<file path="src/mem_image.hex">
// one 32-bit word per line, word i = {i, 3c, ~i, i ^ 5a}
003CFF5A
013CFE5B
023CFD58
033CFC59
043CFB5E
053CFA5F
063CF95C
073CF85D
083CF752
093CF653
0A3CF550
0B3CF451
0C3CF356
0D3CF257
0E3CF154
0F3CF055
103CEF4A
113CEE4B
123CED48
133CEC49
143CEB4E
153CEA4F
163CE94C
173CE84D
183CE742
193CE643
1A3CE540
1B3CE441
1C3CE346
1D3CE247
1E3CE144
1F3CE045
203CDF7A
213CDE7B
223CDD78
233CDC79
243CDB7E
253CDA7F
263CD97C
273CD87D
283CD772
293CD673
2A3CD570
2B3CD471
2C3CD376
2D3CD277
2E3CD174
2F3CD075
303CCF6A
313CCE6B
323CCD68
333CCC69
343CCB6E
353CCA6F
363CC96C
373CC86D
383CC762
393CC663
3A3CC560
3B3CC461
3C3CC366
3D3CC267
3E3CC164
3F3CC065

</file>
<file path="src/stripe_pkg.sv">
package stripe_pkg;

  // top level addressing is in bytes, one word per data beat
  localparam int ADDR_W = 8;
  localparam int DATA_W = 32;
  localparam int STRB_W = DATA_W / 8;
  localparam int ID_W = 4;

  // widths of the fixed axi read fields
  localparam int LEN_W = 8;
  localparam int SIZE_W = 3;
  localparam int BURST_W = 2;
  localparam int RESP_W = 2;

  // consecutive words go to consecutive banks, so the bank select bits sit
  // just above the byte lane bits of the address
  localparam int NUM_BANKS = 4;
  localparam int BANK_SEL_W = $clog2(NUM_BANKS);
  localparam int STRB_SEL_W = $clog2(STRB_W);
  localparam int STRIPE_LSB = BANK_SEL_W + STRB_SEL_W;
  localparam int BANK_ADDR_W = ADDR_W - BANK_SEL_W;
  localparam int BANK_WORDS = 16;
  localparam int BANK_WORD_W = $clog2(BANK_WORDS);
  localparam int IMAGE_WORDS = NUM_BANKS * BANK_WORDS;

  // field encodings
  localparam logic [SIZE_W-1:0] FULL_SIZE = SIZE_W'(STRB_SEL_W);
  localparam logic [BURST_W-1:0] BURST_INCR = 2'b01;
  localparam logic [RESP_W-1:0] RESP_OKAY = 2'b00;
  localparam string MEM_FILE = "/design/src/mem_image.hex";
endpackage
</file>
<file path="src/axi_rd_if.sv">
interface axi_rd_if import stripe_pkg::*; ();

  // --------------------------------------------------
  // read address channel
  // --------------------------------------------------
  logic arvalid;
  logic arready;
  logic [ID_W-1:0] arid;
  // byte address inside one bank
  logic [BANK_ADDR_W-1:0] araddr;
  logic [LEN_W-1:0] arlen;
  logic [SIZE_W-1:0] arsize;
  logic [BURST_W-1:0] arburst;

  // --------------------------------------------------
  // read data channel
  // --------------------------------------------------
  logic rvalid;
  logic rready;
  logic [ID_W-1:0] rid;
  logic [DATA_W-1:0] rdata;
  logic [RESP_W-1:0] rresp;
  logic rlast;

  // the splitter side issues requests and takes beats
  modport manager (
    output arvalid, arid, araddr, arlen, arsize, arburst, rready,
    input arready, rvalid, rid, rdata, rresp, rlast
  );

  // the bank side answers requests with beats
  modport subordinate (
    input arvalid, arid, araddr, arlen, arsize, arburst, rready,
    output arready, rvalid, rid, rdata, rresp, rlast
  );
endinterface

</file>
<file path="src/striped_mem_rd.sv">
module striped_mem_rd import stripe_pkg::*; (
  input logic clk,
  input logic rst_n,
  input logic arvalid,
  output logic arready,
  input logic [ID_W-1:0] arid,
  input logic [ADDR_W-1:0] araddr,
  input logic [LEN_W-1:0] arlen,
  input logic [SIZE_W-1:0] arsize,
  input logic [BURST_W-1:0] arburst,
  output logic rvalid,
  input logic rready,
  output logic [ID_W-1:0] rid,
  output logic [DATA_W-1:0] rdata,
  output logic [RESP_W-1:0] rresp,
  output logic rlast
);
  // one read link per bank between the splitter and the ROMs
  axi_rd_if bank_if [NUM_BANKS] ();

  // the splitter faces the manager on plain ports
  axi_stripe_rd i_axi_stripe_rd (
    .clk(clk),
    .rst_n(rst_n),
    .arvalid(arvalid),
    .arready(arready),
    .arid(arid),
    .araddr(araddr),
    .arlen(arlen),
    .arsize(arsize),
    .arburst(arburst),
    .rvalid(rvalid),
    .rready(rready),
    .rid(rid),
    .rdata(rdata),
    .rresp(rresp),
    .rlast(rlast),
    .bank(bank_if)
  );

  // bank i holds image words i, i + NUM_BANKS, i + 2 * NUM_BANKS and so on
  for (genvar i = 0; i < NUM_BANKS; i++) begin : g_bank
    stripe_bank #(
      .BANK(i)
    ) i_stripe_bank (
      .clk(clk),
      .rst_n(rst_n),
      .port(bank_if[i])
    );
  end
endmodule

</file>
<file path="src/stripe_bank.sv">
module stripe_bank import stripe_pkg::*; #(
  parameter int BANK = 0
) (
  input logic clk,
  input logic rst_n,
  axi_rd_if.subordinate port
);
  logic [DATA_W-1:0] image [IMAGE_WORDS];
  logic [DATA_W-1:0] rom [BANK_WORDS];
  logic ar_hs;
  logic r_hs;
  logic [BANK_WORD_W-1:0] start_word;
  // word to present on the next accepted beat
  logic [BANK_WORD_W-1:0] ptr;
  // beats still to send after the one on the bus
  logic [LEN_W-1:0] beats_left;

  // this bank keeps every NUM_BANKS-th image word, starting at its own index
  initial begin
    $readmemh(MEM_FILE, image);
    for (int j = 0; j < BANK_WORDS; j++) begin
      rom[j] = image[j * NUM_BANKS + BANK];
    end
  end

  assign ar_hs = port.arvalid && port.arready;
  assign r_hs = port.rvalid && port.rready;
  assign start_word = port.araddr[STRB_SEL_W +: BANK_WORD_W];
  assign port.rresp = RESP_OKAY;

  // --------------------------------------------------
  // burst engine
  // --------------------------------------------------

  // the bank either waits for a request or sends beats and never does both
  always_ff @(posedge clk) begin
    if (!rst_n) begin
      port.arready <= 1'b1;
      port.rvalid <= 1'b0;
    end else if (ar_hs) begin
      port.arready <= 1'b0;
      port.rvalid <= 1'b1;
    end else if (r_hs && port.rlast) begin
      port.arready <= 1'b1;
      port.rvalid <= 1'b0;
    end
  end

  // the first word is fetched with the request and later words on each accepted beat
  // so the payload stays put while ready is low
  always_ff @(posedge clk) begin
    if (ar_hs) begin
      port.rid <= port.arid;
      port.rdata <= rom[start_word];
      port.rlast <= (port.arlen == '0);
      ptr <= start_word + 1'b1;
      beats_left <= port.arlen;
    end else if (r_hs && !port.rlast) begin
      port.rdata <= rom[ptr];
      port.rlast <= (beats_left == LEN_W'(1));
      // pointer wraps inside the bank on its own width
      ptr <= ptr + 1'b1;
      beats_left <= beats_left - 1'b1;
    end
  end

  // only full width INCR bursts are served
  a_incr_full : assert property (@(posedge clk) disable iff (!rst_n)
    port.arvalid |-> port.arsize == FULL_SIZE && port.arburst == BURST_INCR)
    else $error("bank %0d got an unsupported request", BANK);

  // a stalled beat keeps its data until the splitter takes it
  a_hold_beat : assert property (@(posedge clk) disable iff (!rst_n)
    port.rvalid && !port.rready |=> port.rvalid && $stable(port.rdata))
    else $error("bank %0d dropped or changed a stalled beat", BANK);
endmodule

</file>
<file path="src/axi_stripe_rd.sv">
module axi_stripe_rd import stripe_pkg::*; (
  input logic clk,
  input logic rst_n,
  input logic arvalid,
  output logic arready,
  input logic [ID_W-1:0] arid,
  input logic [ADDR_W-1:0] araddr,
  input logic [LEN_W-1:0] arlen,
  input logic [SIZE_W-1:0] arsize,
  input logic [BURST_W-1:0] arburst,
  output logic rvalid,
  input logic rready,
  output logic [ID_W-1:0] rid,
  output logic [DATA_W-1:0] rdata,
  output logic [RESP_W-1:0] rresp,
  output logic rlast,
  axi_rd_if.manager bank [NUM_BANKS]
);
  logic ar_hs;
  logic r_hs;
  logic [NUM_BANKS-1:0] ar_done;
  logic [BANK_SEL_W-1:0] idx;
  // one request is shared by every bank, only the handshakes differ
  logic [ID_W-1:0] ar_id_q;
  logic [BANK_ADDR_W-1:0] ar_addr_q;
  logic [LEN_W-1:0] ar_len_q;
  logic [SIZE_W-1:0] ar_size_q;
  logic [BURST_W-1:0] ar_burst_q;
  // flattened copies of the bank side, so the mux can index by idx
  logic [NUM_BANKS-1:0] bank_arvalid;
  logic [NUM_BANKS-1:0] bank_arready;
  logic [NUM_BANKS-1:0] bank_rvalid;
  logic [NUM_BANKS-1:0][ID_W-1:0] bank_rid;
  logic [NUM_BANKS-1:0][DATA_W-1:0] bank_rdata;
  logic [NUM_BANKS-1:0][RESP_W-1:0] bank_rresp;
  logic [NUM_BANKS-1:0] bank_rlast;

  assign ar_hs = arvalid && arready;
  assign r_hs = rvalid && rready;

  // --------------------------------------------------
  // address channel
  // --------------------------------------------------

  // one burst at a time, the port reopens after the merged rlast beat
  always_ff @(posedge clk) begin
    if (!rst_n) begin
      arready <= 1'b1;
    end else if (ar_hs) begin
      arready <= 1'b0;
    end else if (r_hs && rlast) begin
      arready <= 1'b1;
    end
  end

  // a bank whose request was taken is marked done until the next burst
  always_ff @(posedge clk) begin
    if (!rst_n) begin
      ar_done <= '0;
    end else if (ar_hs) begin
      ar_done <= '0;
    end else begin
      ar_done <= ar_done | (bank_arvalid & bank_arready);
    end
  end

  // while busy every bank that has not taken its request keeps asking
  assign bank_arvalid = {NUM_BANKS{!arready}} & ~ar_done;

  // bank select word bits are dropped and the byte bits are zero when aligned
  always_ff @(posedge clk) begin
    if (ar_hs) begin
      ar_id_q <= arid;
      ar_addr_q <= {araddr[ADDR_W-1:STRIPE_LSB], STRB_SEL_W'(0)};
      ar_len_q <= arlen >> BANK_SEL_W;
      ar_size_q <= arsize;
      ar_burst_q <= arburst;
    end
  end

  // --------------------------------------------------
  // data channel
  // --------------------------------------------------

  // beat k of the burst comes from bank k modulo NUM_BANKS
  always_ff @(posedge clk) begin
    if (!rst_n) begin
      idx <= '0;
    end else if (ar_hs) begin
      idx <= '0;
    end else if (r_hs) begin
      idx <= idx + 1'b1;
    end
  end

  for (genvar i = 0; i < NUM_BANKS; i++) begin : g_bank
    assign bank[i].arvalid = bank_arvalid[i];
    assign bank[i].arid = ar_id_q;
    assign bank[i].araddr = ar_addr_q;
    assign bank[i].arlen = ar_len_q;
    assign bank[i].arsize = ar_size_q;
    assign bank[i].arburst = ar_burst_q;
    // only the selected bank sees ready, the others hold their beat
    assign bank[i].rready = rready && (idx == BANK_SEL_W'(i));
    assign bank_arready[i] = bank[i].arready;
    assign bank_rvalid[i] = bank[i].rvalid;
    assign bank_rid[i] = bank[i].rid;
    assign bank_rdata[i] = bank[i].rdata;
    assign bank_rresp[i] = bank[i].rresp;
    assign bank_rlast[i] = bank[i].rlast;
  end

  assign rvalid = bank_rvalid[idx];
  assign rid = bank_rid[idx];
  assign rdata = bank_rdata[idx];
  assign rresp = bank_rresp[idx];
  // every bank ends its own burst, only the last bank ends the merged one
  assign rlast = bank_rlast[idx] && (idx == BANK_SEL_W'(NUM_BANKS - 1));

  // requests must start on a stripe, span full words and cover whole stripes
  a_stripe_aligned : assert property (@(posedge clk) disable iff (!rst_n)
    arvalid |-> araddr[STRIPE_LSB-1:0] == '0)
    else $error("araddr %h is not stripe aligned", araddr);
  a_full_size : assert property (@(posedge clk) disable iff (!rst_n)
    arvalid |-> arsize == FULL_SIZE)
    else $error("arsize %h is not the full data width", arsize);
  a_whole_stripes : assert property (@(posedge clk) disable iff (!rst_n)
    arvalid |-> ((32'(arlen) + 1) % NUM_BANKS) == 0)
    else $error("arlen %h does not end on a stripe boundary", arlen);
endmodule

</file>
<file path="config.mk">
export PLATFORM = sky130hd
export DESIGN_NAME = striped_mem_rd
export DESIGN_NICKNAME = d
export VERILOG_FILES = /design/src/stripe_pkg.sv /design/src/axi_rd_if.sv /design/src/striped_mem_rd.sv /design/src/stripe_bank.sv /design/src/axi_stripe_rd.sv
export SDC_FILE = /design/constraint.sdc
export NUM_CORES = 1
export LEC_CHECK = 0
export BUFFER_PORTS_ARGS = -buffer_cell sky130_fd_sc_hd__buf_2
export CELL_PAD_IN_SITES_DETAIL_PLACEMENT = 1
export CELL_PAD_IN_SITES_GLOBAL_PLACEMENT = 2
export CORE_MARGIN = 10
export CORE_UTILIZATION = 38
export CTS_BUF_LIST = sky130_fd_sc_hd__clkbuf_8
export CTS_CLUSTER_DIAMETER = 100
export DETAILED_ROUTE_END_ITERATION = 12
export GPL_TIMING_DRIVEN = 0
export PLACE_DENSITY_LB_ADDON = 0.15
export SETUP_SLACK_MARGIN = 0.5
export SLEW_MARGIN = 20
export SYNTH_ARGS = -nofsm -noshare
export SYNTH_HDL_FRONTEND = slang
export SYNTH_SLANG_ARGS = --single-unit
</file>
<file path="constraint.sdc">
create_clock -name clk -period 2.1 [get_ports clk]
set_input_delay 0.42 -clock clk [delete_from_list [all_inputs] [get_ports clk]]
set_output_delay 0.42 -clock clk [all_outputs]
set_load 0.005 [all_outputs]
</file>
# == Yosys cells after proc, flatten, opt, wreduce, memory -nomap -nowiden ==
# Cells that the tools add are included.
# word_totals
ff_bits,205
word_cells,144
input_bits,29
output_inout_bits,41
# op_classes
magnitude_cmp,1
addsub,5
reduce_logical,41
mux,52
n_eq_ne,7
bitwise_logic,5
# op_table
op,n
32-bit two-way mux,9
32-bit binary-select mux with 2-bit select,1
"8-bit by 1-bit == test with 1-bit output, second input constant",4
8-bit two-way mux,4
"8-bit by 1-bit subtractor with 8-bit output, second input constant",4
1-bit two-way mux,28
1-bit logical AND,24
6-bit two-way mux,4
2-bit nonzero test,9
4-bit bitwise AND,2
4-bit binary-select mux with 2-bit select,1
8-bit logical NOT,1
1-bit logical NOT,5
1-bit binary-select mux with 2-bit select,2
2-bit binary-select mux with 2-bit select,1
"2-bit == test, second input constant",2
4-bit two-way mux,1
4-bit inverter,1
4-bit OR,1
"2-bit by 3-bit < comparator with 1-bit output, second input constant",1
"2-bit by 1-bit adder with 2-bit output, second input constant",1
"2-bit by 1-bit == test with 1-bit output, second input constant",1
2-bit logical NOT,1
2-bit two-way mux,1
2 further kinds,2

# == Longest topological paths before layout ==
# logic_depth
ltp_word,6
ltp_mapped,6
mapped_depth_nobuf,5

# == By module ==
# Synthesis repeated with hierarchy kept, for this count alone.
# unflattened
hier_cells,595
area_unflattened_um2,6436.2
# by_module_without_submodules
mod,area_each_um2,n_inst,seq_area_each_um2,cells_each
stripe_bank,980.9,4,430.4,100
axi_stripe_rd,2512.4,1,710.7,195

# == Worst setup path before layout ==
# No wires, ideal clock.
# synth_timing
path_kind,register to register
startpoint,register i_axi_stripe_rd.idx[0]
endpoint,register g_bank[2].i_stripe_bank.beats_left[0] (enable)
n_path_buf,1
period_less_slack_ps,1905
arrival_ps,1518
slack_ps,195
stages_incl_launch_ff,6
setup_time_ps,387
required_ps,1713
cell_sequence,dfxtp_1 buf_2 inv_1 ha_1 nand3_1 o21ai_0
# synth_via
elab_chain_cells,5
# synth_lines
item,line,text
"start, declared",axi_stripe_rd.sv:22,logic [BANK_SEL_W-1:0] idx;
"start signal, assigned",axi_stripe_rd.sv:92,idx <= idx + 1'b1;
2-bit == test,axi_stripe_rd.sv:104,assign bank[i].rready = rready && (idx == BANK_SEL_W'(i));
1-bit logical AND,axi_stripe_rd.sv:104,
1-bit logical AND,stripe_bank.sv:27,assign r_hs = port.rvalid && port.rready;
1-bit logical AND,stripe_bank.sv:58,end else if (r_hs && !port.rlast) begin
2-bit nonzero test (no source line),--,
"end signal, assigned",stripe_bank.sv:57,beats_left <= port.arlen;
"end signal, assigned",stripe_bank.sv:63,beats_left <= beats_left - 1'b1;
"end, declared",stripe_bank.sv:16,logic [LEN_W-1:0] beats_left;
# Every way passes these cells.
# A chain may end at the register's enable or synchronous reset.

# == Worst setup path after layout ==
# layout_timing
startpoint,register i_axi_stripe_rd.idx[0]
endpoint,output rid[2]
# layout_via
elab_chain_cells,2
# layout_lines
item,line,text
4-bit binary-select mux with 2-bit select,axi_stripe_rd.sv:114,assign rid = bank_rid[idx];
4-bit two-way mux (not written as such),axi_stripe_rd.sv:114,
"end, declared",striped_mem_rd.sv:13,"output logic [ID_W-1:0] rid,"
# Every way passes these cells. The select of a mux whose other input is x is not followed.

==> flow_metrics.tcl <==
set metrics [dict create \
    status "completed" \
    cts_hold_buf 0 \
    pin_count 70 \
    ir_drop_mv 0.328 \
    port_buffers 19 \
    min_period_ns 1.97 \
    synth_edf_count 62 \
    clk_latency_ns 0.38 \
    seqCellArea_mm2 0.00217 \
    synth-seq-area-share_pct 55.2 \
    cts_inserted_buffers 9 \
    antenna_found_initial 0 \
    min_path_cells 1 \
    yosys.area.top_type "edfxtp_1" \
    syn_inst 346 \
    max-slew-margin-rel_pct 56.0 \
    r2r-end "g_bank[0].i_stripe_bank.beats_left[2]$_DFFE_PP_" \
    r2r_start "i_axi_stripe_rd.idx[0]$_SDFFE_PP0P_" \
    period_share_pct 93.9 \
    place_ws_ns 0.162 \
    cp-start-kind "flop" \
    n_antenna_cell 0 \
    tightest_slew_ns 0.660 \
    power.density_mw_per_mm2 700 \
    wl_um 10600 \
    critPathKind "reg2out" \
    setup_viol_count_final 0 \
    grt_start_max_net_pins 15 \
    arrival_ns 1.55 \
    grt_pass1_vias 3030 \
    fin_nets 497 \
    drc 0 \
    worstHoldPathType "in2reg" \
    cp.required_ns 1.68 \
    cts_sinks 77 \
    async_flop_share_pct 0 \
    ys_types 46 \
    maxSlewViolCount 0 \
    path_cells "buf_8, mux4_2, buf_6" \
    syn_to_final_growth_pct 36.2 \
    synth_top_area_share_pct 47.5 \
    cts_buffer_depth 2 \
    die_y_um 122 \
    ys.flop_type "edfxtp_1" \
    dr.pass1.iters 6 \
    fillers 1115 \
    grt_util_met3_pct 4.81 \
    crit_fanout 5 \
    fmax_ghz 0.507 \
    path_clk_slew_ns 0.09 \
    top_usage_layer "met2" \
    hold_end "i_axi_stripe_rd.bank[0].arid[3]$_DFFE_PP_" \
    p_leak_nw 2.06 \
    root_buffer "clkbuf_8" \
    synth.cell_area_mm2 0.00392 \
    end_kind "primary output" \
    rsz0062_at_grt "true" \
    grt_util_all_layers_pct 14.1 \
    grt_first_pass_wirelength_um 16300 \
    htreeDepth 3 \
    multi_input_area_mm2 0.00172 \
    use_met1_pct 16.1 \
    vias 2964 \
    critPathTopFamily "multiplexers" \
    reg2reg_depth 8 \
    hold_viol 0 \
    reg2reg_setup_slack_ns 0.42 \
    yosys_register_bits 77 \
    cp.depth 3 \
    cts_tree "built" \
    dieWidth_um 122 \
    synth.area.top_cells "edfxtp_1 47%, dfxtp_1 7.7%, buf_4 6.9%" \
    critPathSlowestCell "mux4_2" \
    finClkSkew_ns 0.0182 \
    antenna_left 0 \
    gp_congestion 0.793 \
    hpwl_um 6670 \
    core_mm2 0.0102 \
    syn_avg_cell_area_um2 11.3 \
    grt_use_met2_pct 24.2 \
    cp_num_buf_inv 2 \
    die_area_mm2 0.0148 \
    vias_per_cell 4.96 \
    critPathMaxStageDelay_ns 0.52 \
    num_rows 37 \
    start_util_pct 38.5 \
    routedWlPerCell_um 17.7 \
    ys.warnings.count 0 \
    setup_slack_ns 0.129 \
    tns_ns 0 \
    holdCritStartpoint "arid[3]" \
    drv_cap 0 \
    drive_above_1_share_pct 37.3 \
    drtIter0Drc 89 \
    grt-ovfl-total 0 \
]
==> cells in the mapped netlist (5+ instances only) <==
cell / instances
nand4_1: 6
clkbuf_1: 5
a21oi_1: 16
xnor2_1: 11
nor2_1: 18
buf_4: 36
o21ai_0: 25
inv_1: 16
mux2i_1: 6
dfxtp_1: 15
edfxtp_1: 62
or3_1: 9
nand3_1: 8
nand2b_1: 7
ha_1: 12
nand2_1: 24
nor2b_1: 10
==> worst register-to-register path, cell delays in order, from the launching register on <==
cell     delay (ns)
dfxtp_4        0.37
buf_8          0.14
buf_4          0.16
inv_4          0.08
ha_4           0.15
nand3_4        0.09
o21ai_4        0.19
buf_6          0.12
buf_12         0.10
==> state kept, by name (all words and copies together), names as in the netlist <==
name / cells
i_axi_stripe_rd.arready: 1
g_bank.i_stripe_bank.port.rvalid: 4
i_axi_stripe_rd.bank.arid: 4
i_axi_stripe_rd.ar_done: 4
g_bank.i_stripe_bank.beats_left: 32
g_bank.i_stripe_bank.port.rlast: 4
g_bank.i_stripe_bank.port.arready: 4
i_axi_stripe_rd.bank.arlen: 6
i_axi_stripe_rd.idx: 2
g_bank.i_stripe_bank.port.rid: 16
==> kinds of logic (layout without fill, tap and decap cells) <==
group	count (synthesis)	count (layout)	share of synthesized area [%]
xor gates and xnor gates	11	11	2.46
DFF	77	77	55.2
muxes	11	11	4.12
AOI/OAI and AO/OA	62	63	9.35
buffers and inverters	62	143	9.51
other	1	34	0.0957
and+or+nand+nor	110	110	15.5
adders and majority gates	12	12	3.83
==> final cells by class <==
type,count,share of cell area (%)
Multi-Input combinational cell,241,32.3
Inverter,17,1.66
Tap cell,136,3.19
Timing Repair Buffer,64,10.8
Clock buffer,9,2.32
Clock inverter,7,0.985
Sequential cell,77,40.7
Buffer,45,7.85
Timing Repair inverter,1,0.164
==> stage by stage <==
stage                     instance area [um2]  power, mW  instances  util [%]  hold slack (ns)
after floorplan                          4070       2.28        379         -            0.433
after global placement                   4340       2.41        534      42.6            0.443
after detailed placement                 4340       2.43        534      42.6            0.451
after CTS                                5050       3.65        575      49.6            0.199
after global routing                     5340       3.91        597      52.4            0.198
final                                    5340       3.74        597      52.4            0.214
==> routing by layer <==
layer	routed length, um	part of all wire, %	vias up
met5	0	0	-
met4	150	1.4	0
met3	447	4.2	11
met2	5490	52	50
met1	4500	42	1490
li1	-	-	1413
==> power by group <==
part	leakage, nW	total, mW	internal (mW)	switching, mW
combinational	1.27	0.766	0.411	0.355
sequential	0.711	1.93	1.81	0.116
clock	0.0774	1.04	0.429	0.613
==> cell usage in the layout (no fill, tap or decap), types with 3 or more instances in the layout <==
master | netlist | routed
a21oi_1 | 16 | 15
buf_12 | 0 | 5
buf_16 | 0 | 3
buf_2 | 4 | 18
buf_4 | 36 | 66
buf_6 | 0 | 9
buf_8 | 0 | 4
clkbuf_8 | 0 | 10
clkinvlp_4 | 0 | 4
conb_1 | 1 | 34
dfxtp_1 | 15 | 12
dfxtp_4 | 0 | 3
edfxtp_1 | 62 | 62
ha_1 | 12 | 9
inv_1 | 16 | 12
mux2i_1 | 6 | 5
mux4_2 | 4 | 4
nand2_1 | 24 | 24
nand2b_1 | 7 | 7
nand3_1 | 8 | 5
nand4_1 | 6 | 6
nor2_1 | 18 | 15
nor2_2 | 0 | 3
nor2b_1 | 10 | 10
nor3_1 | 4 | 4
o21a_1 | 4 | 4
o21ai_0 | 25 | 20
o21ai_4 | 0 | 5
or3_1 | 9 | 8
or3b_4 | 0 | 3
or4_1 | 3 | 3
xnor2_1 | 11 | 11
==> worst max-delay path by stage <==
stage / slack (ns) / end / startpoint
2_1_floorplan: 0.50 / g_bank[3].i_stripe_bank.beats_left[2]$_DFFE_PP_ / i_axi_stripe_rd.arready$_SDFFE_PN1P_
3_3_place_gp: 0.22 / g_bank[3].i_stripe_bank.beats_left[3]$_DFFE_PP_ / i_axi_stripe_rd.arready$_SDFFE_PN1P_
3_5_place_dp: 0.16 / g_bank[1].i_stripe_bank.beats_left[3]$_DFFE_PP_ / i_axi_stripe_rd.arready$_SDFFE_PN1P_
4_1_cts: 0.11 / rid[2] / i_axi_stripe_rd.idx[0]$_SDFFE_PP0P_
5_1_grt: 0.08 / rid[2] / i_axi_stripe_rd.idx[0]$_SDFFE_PP0P_
6_report: 0.13 / rid[2] / i_axi_stripe_rd.idx[0]$_SDFFE_PP0P_
==> what timing repair did <==
| item | in CTS | in global routing |
|---|---|---|
| gates resized for setup | 62 | 32 |
| endpoints found under the setup margin | 95 | 59 |
| pin swaps | 9 | 10 |
| setup buffers | 20 | 21 |
| gates cloned | 5 | 1 |
No activity file was read; power rests on OpenSTA's default activity.
